===== config.mk =====
export PLATFORM = sky130hd
export DESIGN_NAME = arcade_io_top
export DESIGN_NICKNAME = d
export VERILOG_FILES = /design/src/rtl/arcade_pkg.sv /design/src/rtl/arcade_io_top.sv /design/src/rtl/audio_sigma_delta.sv /design/src/rtl/video_blank_expand.sv /design/src/rtl/core_config_regs.sv /design/src/rtl/control_mapper.sv /design/src/rtl/ps2_key_decoder.sv
export VERILOG_INCLUDE_DIRS = /design/src /design/src/rtl
export SDC_FILE = /design/constraint.sdc
export NUM_CORES = 1
export LEC_CHECK = 0
export ABC_AREA = 1
export BUFFER_PORTS_ARGS = -buffer_cell sky130_fd_sc_hd__buf_4
export CORE_UTILIZATION = 44
export CTS_CLUSTER_SIZE = 16
export DETAILED_ROUTE_END_ITERATION = 10
export PLACE_DENSITY_LB_ADDON = 0.2
export SKIP_CTS_REPAIR_TIMING = 1
export SYNTH_ARGS = -nofsm -noshare
export SYNTH_HDL_FRONTEND = slang
export SYNTH_HIERARCHICAL = 1
export SYNTH_SLANG_ARGS = --single-unit

===== constraint.sdc =====
create_clock -name clk_sys -period 1.6 [get_ports clk_sys]
set_input_delay 0.08 -clock clk_sys [delete_from_list [all_inputs] [get_ports clk_sys]]
set_output_delay 0.08 -clock clk_sys [all_outputs]
set_load 0.01 [all_outputs]

===== src/rtl/arcade_consts.svh =====
// Arcade IO shared constants
`ifndef ARCADE_CONSTS_SVH
`define ARCADE_CONSTS_SVH

// ==============================
// Widths
// ==============================
`define COLOUR2_W      2
`define COLOUR6_W      6
`define SCANCODE_W     8
`define JOY_W          8
`define AUDIO_W        8
`define WB_DATA_W      32
`define WB_ADR_W       2
`define SCAN_LEVEL_W   2
`define PS2_KEY_W      11
`define ACC_W          16

// Keyboard event word fields
`define PS2_TOGGLE     10
`define PS2_PRESSED    9

// Joystick word bit positions
`define JOY_RIGHT      0
`define JOY_LEFT       1
`define JOY_DOWN       2
`define JOY_UP         3
`define JOY_FIRE       4
`define JOY_BOMB       5

// ==============================
// Scancodes
// ==============================
`define SC_UP          8'h75
`define SC_DOWN        8'h72
`define SC_LEFT        8'h6B
`define SC_RIGHT       8'h74
`define SC_COIN        8'h76 // Esc
`define SC_START1      8'h05 // F1
`define SC_START2      8'h06 // F2
`define SC_FIRE        8'h29 // Space
`define SC_BOMB        8'h11 // Alt

// ==============================
// Register map
// ==============================
`define ADDR_CTRL      2'd0
`define ADDR_BUTTONS   2'd1
`define ADDR_ID        2'd2
`define CORE_ID        32'h444F524F

// CTRL bit positions
`define CTRL_ROTATE     0
`define CTRL_SCAN_LO    1
`define CTRL_SCAN_HI    2
`define CTRL_SOFT_RESET 3

`endif

===== src/rtl/arcade_pkg.sv =====
// Arcade IO shared types
`include "arcade_consts.svh"

package arcade_pkg;

	// ==============================
	// Vector types
	// ==============================
	typedef logic [`COLOUR2_W-1:0]    colour2_t;    // Core colour channel
	typedef logic [`COLOUR6_W-1:0]    colour6_t;    // VGA colour channel
	typedef logic [`SCANCODE_W-1:0]   scancode_t;
	typedef logic [`JOY_W-1:0]        joy_t;        // R L D U fire bomb
	typedef logic [`AUDIO_W-1:0]      audio_t;      // Two's complement
	typedef logic [`WB_DATA_W-1:0]    wb_data_t;
	typedef logic [`SCAN_LEVEL_W-1:0] scan_level_t; // 0 off, 1..3 darker

	// ==============================
	// Structs
	// ==============================

	// Player controls, up is the MSB
	typedef struct packed {
		logic up;
		logic down;
		logic left;
		logic right;
		logic fire;
		logic bomb;
		logic coin;
		logic start1;
		logic start2;
	} player_ctrl_t;

	typedef struct packed {
		colour6_t r;
		colour6_t g;
		colour6_t b;
	} pixel_t;

	// Register block addresses
	typedef enum logic [`WB_ADR_W-1:0] {
		REG_CTRL    = `ADDR_CTRL,
		REG_BUTTONS = `ADDR_BUTTONS,
		REG_ID      = `ADDR_ID
	} reg_addr_e;

endpackage


===== src/rtl/arcade_io_top.sv =====
// Arcade board IO shell
`timescale 1ns/1ps
`include "arcade_consts.svh"

module arcade_io_top (
	input  logic                     clk_sys,
	input  logic                     rst,
	input  logic                     board_button,
	input  logic [`PS2_KEY_W-1:0]    ps2_key,
	input  arcade_pkg::joy_t         joy_0,
	input  arcade_pkg::joy_t         joy_1,
	// Wishbone host port
	input  logic                     wb_cyc,
	input  logic                     wb_stb,
	input  logic                     wb_we,
	input  logic [`WB_ADR_W-1:0]     wb_adr,
	input  arcade_pkg::wb_data_t     wb_dat_w,
	output arcade_pkg::wb_data_t     wb_dat_r,
	output logic                     wb_ack,
	// Core video and audio
	input  arcade_pkg::colour2_t     r,
	input  arcade_pkg::colour2_t     g,
	input  arcade_pkg::colour2_t     b,
	input  logic                     hblank,
	input  logic                     vblank,
	input  logic                     hsync,
	input  logic                     vsync,
	input  logic                     ce_pix,
	input  arcade_pkg::audio_t       audio,
	// To core and board
	output logic                     core_reset,
	output arcade_pkg::player_ctrl_t player,
	output arcade_pkg::pixel_t       vga,
	output logic                     vga_hs,
	output logic                     vga_vs,
	output logic                     audio_l,
	output logic                     audio_r
);

	arcade_pkg::player_ctrl_t kbd_ctrl;
	arcade_pkg::scan_level_t  scan_level;
	logic                     rotate;
	logic                     soft_reset;

	assign core_reset = rst | soft_reset | board_button;
	assign audio_r    = audio_l; // Mono game

	// ==============================
	// Controls
	// ==============================
	ps2_key_decoder ps2_key_decoder_inst (
		.clk_sys  (clk_sys),
		.rst      (rst),
		.ps2_key  (ps2_key),
		.kbd_ctrl (kbd_ctrl)
	);

	control_mapper control_mapper_inst (
		.kbd_ctrl (kbd_ctrl),
		.joy_0    (joy_0),
		.joy_1    (joy_1),
		.rotate   (rotate),
		.player   (player)
	);

	core_config_regs core_config_regs_inst (
		.clk_sys    (clk_sys),
		.rst        (rst),
		.wb_cyc     (wb_cyc),
		.wb_stb     (wb_stb),
		.wb_we      (wb_we),
		.wb_adr     (wb_adr),
		.wb_dat_w   (wb_dat_w),
		.wb_dat_r   (wb_dat_r),
		.wb_ack     (wb_ack),
		.player     (player),
		.rotate     (rotate),
		.scan_level (scan_level),
		.soft_reset (soft_reset)
	);

	// ==============================
	// Video and audio
	// ==============================
	video_blank_expand video_blank_expand_inst (
		.clk_sys    (clk_sys),
		.rst        (rst),
		.ce_pix     (ce_pix),
		.r          (r),
		.g          (g),
		.b          (b),
		.hblank     (hblank),
		.vblank     (vblank),
		.hsync      (hsync),
		.vsync      (vsync),
		.scan_level (scan_level),
		.vga        (vga),
		.vga_hs     (vga_hs),
		.vga_vs     (vga_vs)
	);

	audio_sigma_delta audio_sigma_delta_inst (
		.clk_sys (clk_sys),
		.rst     (rst),
		.audio   (audio),
		.dac_out (audio_l)
	);

endmodule


===== src/rtl/audio_sigma_delta.sv =====
// Sigma-delta audio DAC
`timescale 1ns/1ps
`include "arcade_consts.svh"

module audio_sigma_delta (
	input  logic               clk_sys,
	input  logic               rst,
	input  arcade_pkg::audio_t audio,
	output logic               dac_out
);

	logic [`ACC_W-1:0] sample_ob; // Offset binary, scaled up
	logic [`ACC_W-1:0] acc;
	logic [`ACC_W:0]   sum;       // Extra bit is the carry

	// Flip the sign bit for offset binary, pad with zeros below
	assign sample_ob = {~audio[`AUDIO_W-1], audio[`AUDIO_W-2:0], {(`ACC_W-`AUDIO_W){1'b0}}};
	assign sum       = {1'b0, acc} + {1'b0, sample_ob};

	// ==============================
	// First-order modulator
	// ==============================
	always_ff @(posedge clk_sys) begin
		if (rst) begin
			acc     <= '0;
			dac_out <= 1'b0;
		end else begin
			acc     <= sum[`ACC_W-1:0];
			dac_out <= sum[`ACC_W]; // Carry density tracks the sample
		end
	end

endmodule


===== src/rtl/video_blank_expand.sv =====
// VGA colour expand and scanlines
`timescale 1ns/1ps

module video_blank_expand (
	input  logic                    clk_sys,
	input  logic                    rst,
	input  logic                    ce_pix,
	input  arcade_pkg::colour2_t    r,
	input  arcade_pkg::colour2_t    g,
	input  arcade_pkg::colour2_t    b,
	input  logic                    hblank,
	input  logic                    vblank,
	input  logic                    hsync,
	input  logic                    vsync,
	input  arcade_pkg::scan_level_t scan_level,
	output arcade_pkg::pixel_t      vga,
	output logic                    vga_hs,
	output logic                    vga_vs
);

	logic               hs_prev;  // Sync as of the last pixel enable
	logic               line_odd;
	logic               blank;
	arcade_pkg::pixel_t pix_next;

	// Expand one channel, then darken it on odd lines
	function automatic arcade_pkg::colour6_t shade(input arcade_pkg::colour2_t c,
		input logic odd, input arcade_pkg::scan_level_t lvl);
		arcade_pkg::colour6_t v;
		v = {c, c, c};
		if (odd) begin
			case (lvl)
				2'd1:    v = v - (v >> 2); // 25%
				2'd2:    v = v >> 1;       // 50%
				2'd3:    v = v >> 2;       // 75%
				default: ;
			endcase
		end
		return v;
	endfunction

	assign blank = hblank | vblank;

	always_comb begin
		pix_next.r = blank ? '0 : shade(r, line_odd, scan_level);
		pix_next.g = blank ? '0 : shade(g, line_odd, scan_level);
		pix_next.b = blank ? '0 : shade(b, line_odd, scan_level);
	end

	// ==============================
	// Pixel and line parity
	// ==============================
	always_ff @(posedge clk_sys) begin
		if (rst) begin
			hs_prev  <= 1'b0;
			line_odd <= 1'b0;
			vga      <= '0;
			vga_hs   <= 1'b0;
			vga_vs   <= 1'b0;
		end else if (ce_pix) begin
			hs_prev <= hsync;
			if (hsync && !hs_prev)
				line_odd <= ~line_odd; // New line starts on rising hsync
			vga    <= pix_next;
			vga_hs <= hsync;
			vga_vs <= vsync;
		end
	end

endmodule


===== src/rtl/core_config_regs.sv =====
// Wishbone configuration registers
`timescale 1ns/1ps
`include "arcade_consts.svh"

module core_config_regs (
	input  logic                     clk_sys,
	input  logic                     rst,
	input  logic                     wb_cyc,
	input  logic                     wb_stb,
	input  logic                     wb_we,
	input  logic [`WB_ADR_W-1:0]     wb_adr,
	input  arcade_pkg::wb_data_t     wb_dat_w,
	output arcade_pkg::wb_data_t     wb_dat_r,
	output logic                     wb_ack,
	input  arcade_pkg::player_ctrl_t player,
	output logic                     rotate,
	output arcade_pkg::scan_level_t  scan_level,
	output logic                     soft_reset
);

	logic                 access;    // Request seen, not yet acked
	logic                 ctrl_wr;
	arcade_pkg::wb_data_t ctrl_word; // CTRL as read back

	assign access  = wb_cyc & wb_stb & ~wb_ack;
	assign ctrl_wr = access & wb_we & (wb_adr == arcade_pkg::REG_CTRL);

	// ==============================
	// Bus handshake
	// ==============================
	always_ff @(posedge clk_sys) begin
		if (rst) begin
			wb_ack <= 1'b0;
		end else begin
			wb_ack <= access; // Single cycle pulse
		end
	end

	// CTRL register
	always_ff @(posedge clk_sys) begin
		if (rst) begin
			rotate     <= 1'b0;
			scan_level <= '0;
			soft_reset <= 1'b0;
		end else if (ctrl_wr) begin
			rotate     <= wb_dat_w[`CTRL_ROTATE];
			scan_level <= wb_dat_w[`CTRL_SCAN_HI:`CTRL_SCAN_LO];
			soft_reset <= wb_dat_w[`CTRL_SOFT_RESET];
		end
	end

	// ==============================
	// Read mux
	// ==============================
	always_comb begin
		ctrl_word = '0;
		ctrl_word[`CTRL_ROTATE]                  = rotate;
		ctrl_word[`CTRL_SCAN_HI:`CTRL_SCAN_LO]   = scan_level;
		ctrl_word[`CTRL_SOFT_RESET]              = soft_reset;
	end

	// Address is held until ack, so the data is steady while ack is high
	always_comb begin
		case (wb_adr)
			arcade_pkg::REG_CTRL:    wb_dat_r = ctrl_word;
			arcade_pkg::REG_BUTTONS: wb_dat_r = arcade_pkg::wb_data_t'(player); // Live state
			arcade_pkg::REG_ID:      wb_dat_r = `CORE_ID;
			default:                 wb_dat_r = '0;
		endcase
	end

endmodule


===== src/rtl/control_mapper.sv =====
// Player control merge and rotation
`timescale 1ns/1ps
`include "arcade_consts.svh"

module control_mapper (
	input  arcade_pkg::player_ctrl_t kbd_ctrl,
	input  arcade_pkg::joy_t         joy_0,
	input  arcade_pkg::joy_t         joy_1,
	input  logic                     rotate,
	output arcade_pkg::player_ctrl_t player
);

	logic m_up;
	logic m_down;
	logic m_left;
	logic m_right;

	// ==============================
	// Merge keyboard and joysticks
	// ==============================
	assign m_up    = kbd_ctrl.up    | joy_0[`JOY_UP]    | joy_1[`JOY_UP];
	assign m_down  = kbd_ctrl.down  | joy_0[`JOY_DOWN]  | joy_1[`JOY_DOWN];
	assign m_left  = kbd_ctrl.left  | joy_0[`JOY_LEFT]  | joy_1[`JOY_LEFT];
	assign m_right = kbd_ctrl.right | joy_0[`JOY_RIGHT] | joy_1[`JOY_RIGHT];

	always_comb begin
		player.fire   = kbd_ctrl.fire | joy_0[`JOY_FIRE] | joy_1[`JOY_FIRE];
		player.bomb   = kbd_ctrl.bomb | joy_0[`JOY_BOMB] | joy_1[`JOY_BOMB];
		player.coin   = kbd_ctrl.coin;   // Keyboard only
		player.start1 = kbd_ctrl.start1;
		player.start2 = kbd_ctrl.start2;

		// Cabinet is mounted sideways, so the default turns the stick 90 degrees
		if (rotate) begin
			player.up    = m_up;
			player.down  = m_down;
			player.left  = m_left;
			player.right = m_right;
		end else begin
			player.up    = m_right;
			player.down  = m_left;
			player.left  = m_up;
			player.right = m_down;
		end
	end

endmodule


===== src/rtl/ps2_key_decoder.sv =====
// Keyboard button decoder
`timescale 1ns/1ps
`include "arcade_consts.svh"

module ps2_key_decoder (
	input  logic                      clk_sys,
	input  logic                      rst,
	input  logic [`PS2_KEY_W-1:0]     ps2_key,
	output arcade_pkg::player_ctrl_t  kbd_ctrl
);

	logic                  toggle_prev; // Last seen event toggle
	logic                  new_event;
	logic                  pressed;
	arcade_pkg::scancode_t code;

	assign new_event = ps2_key[`PS2_TOGGLE] != toggle_prev;
	assign pressed   = ps2_key[`PS2_PRESSED];
	assign code      = ps2_key[`SCANCODE_W-1:0];

	always_ff @(posedge clk_sys) begin
		if (rst) begin
			toggle_prev <= 1'b0;
		end else begin
			toggle_prev <= ps2_key[`PS2_TOGGLE];
		end
	end

	// Button latches, one per mapped key
	always_ff @(posedge clk_sys) begin
		if (rst) begin
			kbd_ctrl <= '0;
		end else if (new_event) begin
			case (code)
				`SC_UP:     kbd_ctrl.up     <= pressed;
				`SC_DOWN:   kbd_ctrl.down   <= pressed;
				`SC_LEFT:   kbd_ctrl.left   <= pressed;
				`SC_RIGHT:  kbd_ctrl.right  <= pressed;
				`SC_FIRE:   kbd_ctrl.fire   <= pressed;
				`SC_BOMB:   kbd_ctrl.bomb   <= pressed;
				`SC_COIN:   kbd_ctrl.coin   <= pressed;
				`SC_START1: kbd_ctrl.start1 <= pressed;
				`SC_START2: kbd_ctrl.start2 <= pressed;
				default:    ; // Unmapped key, nothing to do
			endcase
		end
	end

endmodule


### Word-level counts from Yosys, hierarchy flattened

Index checks and enable logic that the tools add are counted.

| storage, ports and cells | value |
|---|---|
| bits in registers | 53 |
| bits in latches | 0 |
| memory bits (writable) | 0 |
| memory bits (read-only) | 0 |
| input bits | 86 |
| output and inout port bits | 65 |
| word-level logic and storage cells | 87 |
| memories kept | 0 |

| operators by class | value |
|---|---|
| add/sub/neg operators | 4 |
| $mul | 0 |
| divide/modulo/power cells | 0 |
| $lt $le $gt $ge | 0 |
| eq/ne operators | 15 |
| shifts and indexed selects | 0 |
| mux-type cells | 11 |
| bitwise gates (word level) | 22 |
| reduce and logical (&&, ||, !) cells | 13 |

Operators with widths:

| kind | count |
|---|---|
| $pmux W31 S3 | 1 |
| $pmux W6 S3 | 3 |
| $eq A8 B7 Y1 const B | 5 |
| $mux W6 | 6 |
| $reduce_and A2 Y1 | 10 |
| $sub A6 B4 Y6 | 3 |
| $add A16 B16 Y17 | 1 |
| $eq A8 B3 Y1 const B | 2 |
| $or A1 B1 Y1 | 15 |
| $eq A8 B5 Y1 const B | 1 |
| $eq A8 B6 Y1 const B | 1 |
| $eq A2 B2 Y1 const B | 3 |
| $and A1 B1 Y1 | 4 |
| $eq A2 B1 Y1 const B | 2 |
| $mux W4 | 1 |
| $not A1 Y1 | 3 |
| $logic_not A2 Y1 | 1 |
| $logic_and A1 B1 Y1 | 1 |
| $logic_not A1 Y1 | 1 |
| $ne A1 B1 Y1 | 1 |

### Logic depth before layout (Yosys ltp)

| depth | value |
|---|---|
| depth in word-level cells | 4 |
| gate-level depth with buffers | 9 |
| mapped depth without buffers | 9 |

### Hierarchy

The synthesis kept the hierarchy.

By module, submodules not included:

| module | times used | cells each | area an instance (sq um) | seq. area each (sq um) |
|---|---|---|---|---|
| video_blank_expand | 1 | 103 | 732.0 | 300.3 |
| ps2_key_decoder | 1 | 115 | 624.3 | 200.2 |
| audio_sigma_delta | 1 | 85 | 583.1 | 180.2 |
| core_config_regs | 1 | 84 | 524.3 | 100.1 |
| control_mapper | 1 | 34 | 138.9 | 0.0 |
| arcade_io_top | 1 | 4 | 18.8 | 0.0 |

### Worst setup path after synthesis

OpenSTA, ideal clock, no wires.

| timing path | value |
|---|---|
| path type | register to register |
| start | reg audio_sigma_delta_inst.acc[8] |
| end | reg audio_sigma_delta_inst.acc[12] |
| setup time | 113 ps |
| arrival time | 1241 ps |
| required time | 1487 ps |
| path slack | 246 ps |
| stages on the path, launching flop included | 8 |
| buffers on the path | 0 |
| period minus slack after synthesis | 1354 ps |
| path through | dfxtp_1 -> ha_1 -> fa_1 -> nand2_1 -> nand2_1 -> and2_1 -> nor2_1 -> nor2_1 |

| on the way | value |
|---|---|
| longest elaborated chain between the ends | 1 |

RTL lines:

| what | line | text |
|---|---|---|
| start, declared | audio_sigma_delta.sv:13 | `` logic [`ACC_W-1:0] acc; `` |
| start signal, assigned | audio_sigma_delta.sv:28 | `` acc <= sum[`ACC_W-1:0]; `` |
| $add A16 B16 Y17 | audio_sigma_delta.sv:18 | `assign sum = {1'b0, acc} + {1'b0, sample_ob};` |

Every way passes these cells.
A chain may end at the register's enable or synchronous reset.

### Final worst setup path

| timing path | value |
|---|---|
| start | reg audio_sigma_delta_inst.acc[8] |
| end | reg audio_sigma_delta_inst.acc[14] |

Same word-level chain as after synthesis.

==> key figures <==
Power
  • Peak VDD IR: 0.000377 V
  • PD cells: approximately 780 nW/um^2
  • Total power: 2.64 mW
  • Pleak: between 1.5 and 2 nW

Placement
  • Place WS: 134 ps
  • I/O Buffers: 104
  • DP Cell Count: 580
  • Area post-placement: between 3000 and 4000 um^2
  • Gpl congestion: 0.816
  • HPWL Detailed: 4930 um

Floorplan
  • Die ar.: 6270 um^2
  • CORE AREA: between 5000 and 6000 um^2
  • Initial Util: between 40% and 50%
  • I/O pins: roughly 150
  • Standard-cell row count: 27
  • Die width: a little under 80 um
  • DIE HEIGHT: 79.2 um

Synthesis
  • Post-synthesis simple-gate area fraction: slightly above 40%
  • FFs w/ async S/R, synth: 0%
  • Yosys reg bits: 39
  • Synth unique cells: 30
  • Mapped Cells: ~430
  • Most used flip-flop cell after synthesis: dfxtp_1
  • Largest family of logic cells by synthesized area: simple AND/OR/NAND/NOR gates
  • Synth area leader: dfxtp_1
  • Post-synth EDFFs: 0
  • Synth top area cells: dfxtp_1 30%, nand2_1 18%, nor2_1 11%
  • Average cell area after synthesis: 6.17 um^2
  • Synth cell count leaders: 125 x nand2_1, 78 x nor2_1, 53 x inv_1
  • Synth Warn #: 6
  • Synth Area in Adders: 4.58%
  • Mux cell area share after synthesis: 0%
  • Post-synthesis sequential area ratio: 29.8%
  • Syn Std Cell Area: 2620 um^2
  • Most frequent cell after synthesis: nand2_1
  • Synth Area in XOR/XNOR: 0%
  • Synth Area in Compound Gates: 5.49%
  • Synth top area share: 29.8%

Global routing
  • Number of global-route vias before repair: between 2000 and 2500
  • GRT Max-Usage Layer: met2
  • Tot GR Track Use: slightly below 20%
  • Initial antenna violation count: 0
  • Met3 Use GR: 5.75%
  • First-pass GRT wire length: about 10000 um
  • GR Overflow Total: 0
  • GRT met2 Usage: 37.9%
  • Met1 Use GR: 20.8%
  • Largest net degree at the start of global routing: 25

Hold path
  • Tightest Hold Check Type: input port to flop

STA
  • Max-slew violation count: 0
  • RSZ-0062 raised after global routing: false
  • Setup Skew: 7.59 ps
  • Period utilization: 91.9%
  • Final Hold Fails: 0
  • Post-route setup TNS: 0 ps
  • Post-layout minimum cycle time: 1470 ps
  • Fmax: just under 700 MHz
  • Setup ws final: 129 ps
  • Setup Viol. Count Final: 0

Worst setup path
  • Setup CP Type: flop to flop
  • Endpoint class of the critical path: flop
  • Crit path DAT: ~1700 ps
  • Critical Path Fanout Max: 3
  • Startpoint Class: flop
  • Worst EP required: 1820 ps

Detailed routing
  • Detailed Route Iter0 Violations: 71
  • WL final: 6120 um
  • Avg WL per Cell: 10.4 um
  • Total number of vias: around 2700
  • First-pass DRT Iterations: 4
  • Post-DRT Antenna Nets: 0
  • Via/cell ratio: 4.56
  • DRC Markers: 0

Clock network
  • Worst-path clk slew: 80 ps
  • CTS root buf: clkbuf_8
  • Deepest clock path buffer count: 2
  • CTS buffer count: 5
  • Worst-Skew Late Latency: about 290 ps
  • CTS tree: done
  • Htree depth: 2
  • # clock sinks: 39

Final layout
  • Sequential cell area: approximately 780 um^2
  • Multi-input logic area: 1380 um^2
  • Final nets: a little over 600
  • Layout filler cell count: roughly 570
  • Layout cells sized above 1: 26.9%
  • Area grow syn2layout: 29.7%
  • # diodes: 0
  • Final instance count without filler cells: slightly below 600
  • Post-Layout Inst Area: 3400 um^2

Outcome
  • Outcome: completed

Run
  • Maxcap violations: 0
-- cells in the final DEF, fill, tap and decap left out --
cell         n
a21oi_1     16
a21oi_2      2
a31oi_1      5
and2_1       1
and2_4       1
buf_4      105
bufinv_16    1
clkbuf_8     5
clkinv_1     2
clkinv_2     1
clkinv_4     2
conb_1      13
dfxtp_1     39
fa_1         1
ha_1         8
inv_1       53
inv_2        6
inv_4        1
inv_6        1
nand2_1    125
nand2_2      5
nand2_4      2
nand3_1     30
nand3_2      1
nand3b_1     2
nor2_1      78
nor2_2       3
nor2_4       2
nor3b_1      1
o21ai_0      3
or2_4        1
-- flip-flops by register name, indices dropped and copies added (netlist names), 2 cells and up --
name,flops
video_blank_expand_inst/vga,12
ps2_key_decoder_inst/kbd_ctrl,9
audio_sigma_delta_inst/acc,8
core_config_regs_inst/scan_level,2
-- stage by stage --
step           util [%]  hold slack, ps
2_1_floorplan         -             149
3_3_place_gp       58.6             325
3_5_place_dp       58.6             339
4_1_cts            60.6            34.6
5_1_grt            60.6            55.6
6_report           60.6            45.1
-- final timing paths --
kind / from / endpoint / slack [ps] / cells after the start
hold / removal: ps2_key[10] / ps2_key_decoder_inst/toggle_prev$_SDFF_PP0_ / 50 / 3
setup / recovery: audio_sigma_delta_inst/acc[8]$_SDFF_PP0_ / audio_sigma_delta_inst/acc[14]$_SDFF_PP0_ / 130 / 9
hold reg to reg: video_blank_expand_inst/vga_vs$_SDFFE_PP0P_ / video_blank_expand_inst/vga_vs$_SDFFE_PP0P_ / 470 / 2
setup reg to reg: audio_sigma_delta_inst/acc[8]$_SDFF_PP0_ / audio_sigma_delta_inst/acc[14]$_SDFF_PP0_ / 130 / 9
-- per-layer routing --
metal | part of all wire (%) | routed length [um]
met1 | 42 | 2540
met2 | 51 | 3130
met3 | 6.5 | 400
met4 | 0.62 | 38
met5 | 0 | 0
-- final cells by class --
type	instances	share of cell area, %
clock buffers	5	2.02
clock inverters	3	1.29
inverters	64	7.43
multi-input cells	300	40.5
flip-flops and latches	39	23.0
well taps	72	2.65
repair buffers	105	23.2
-- where the power goes --
group	switching, mW	internal (mW)
Sequential	0.0338	1.04
Clock	0.357	0.464
Combinational	0.409	0.342
-- cells by family (layout without fill, tap and decap cells) --
kind of cell	Yosys count	in the layout
AND/OR/NAND/NOR	252	252
buffers and inverters	98	177
flip-flops	39	39
AO/OA/AOI/OAI	26	26
adder cells (fa/ha/maj)	9	9
other	1	13
-- critical path: stages (launching register included) --
cell	delay, ps
dfxtp_1	310
ha_1	190
fa_1	380
nand2_1	100
nand2_1	70
nand3_1	70
nand2_1	80
nand2_1	60
nand2_1	50
nor2_1	90
Note: power is estimated with default switching activity, not from simulation.
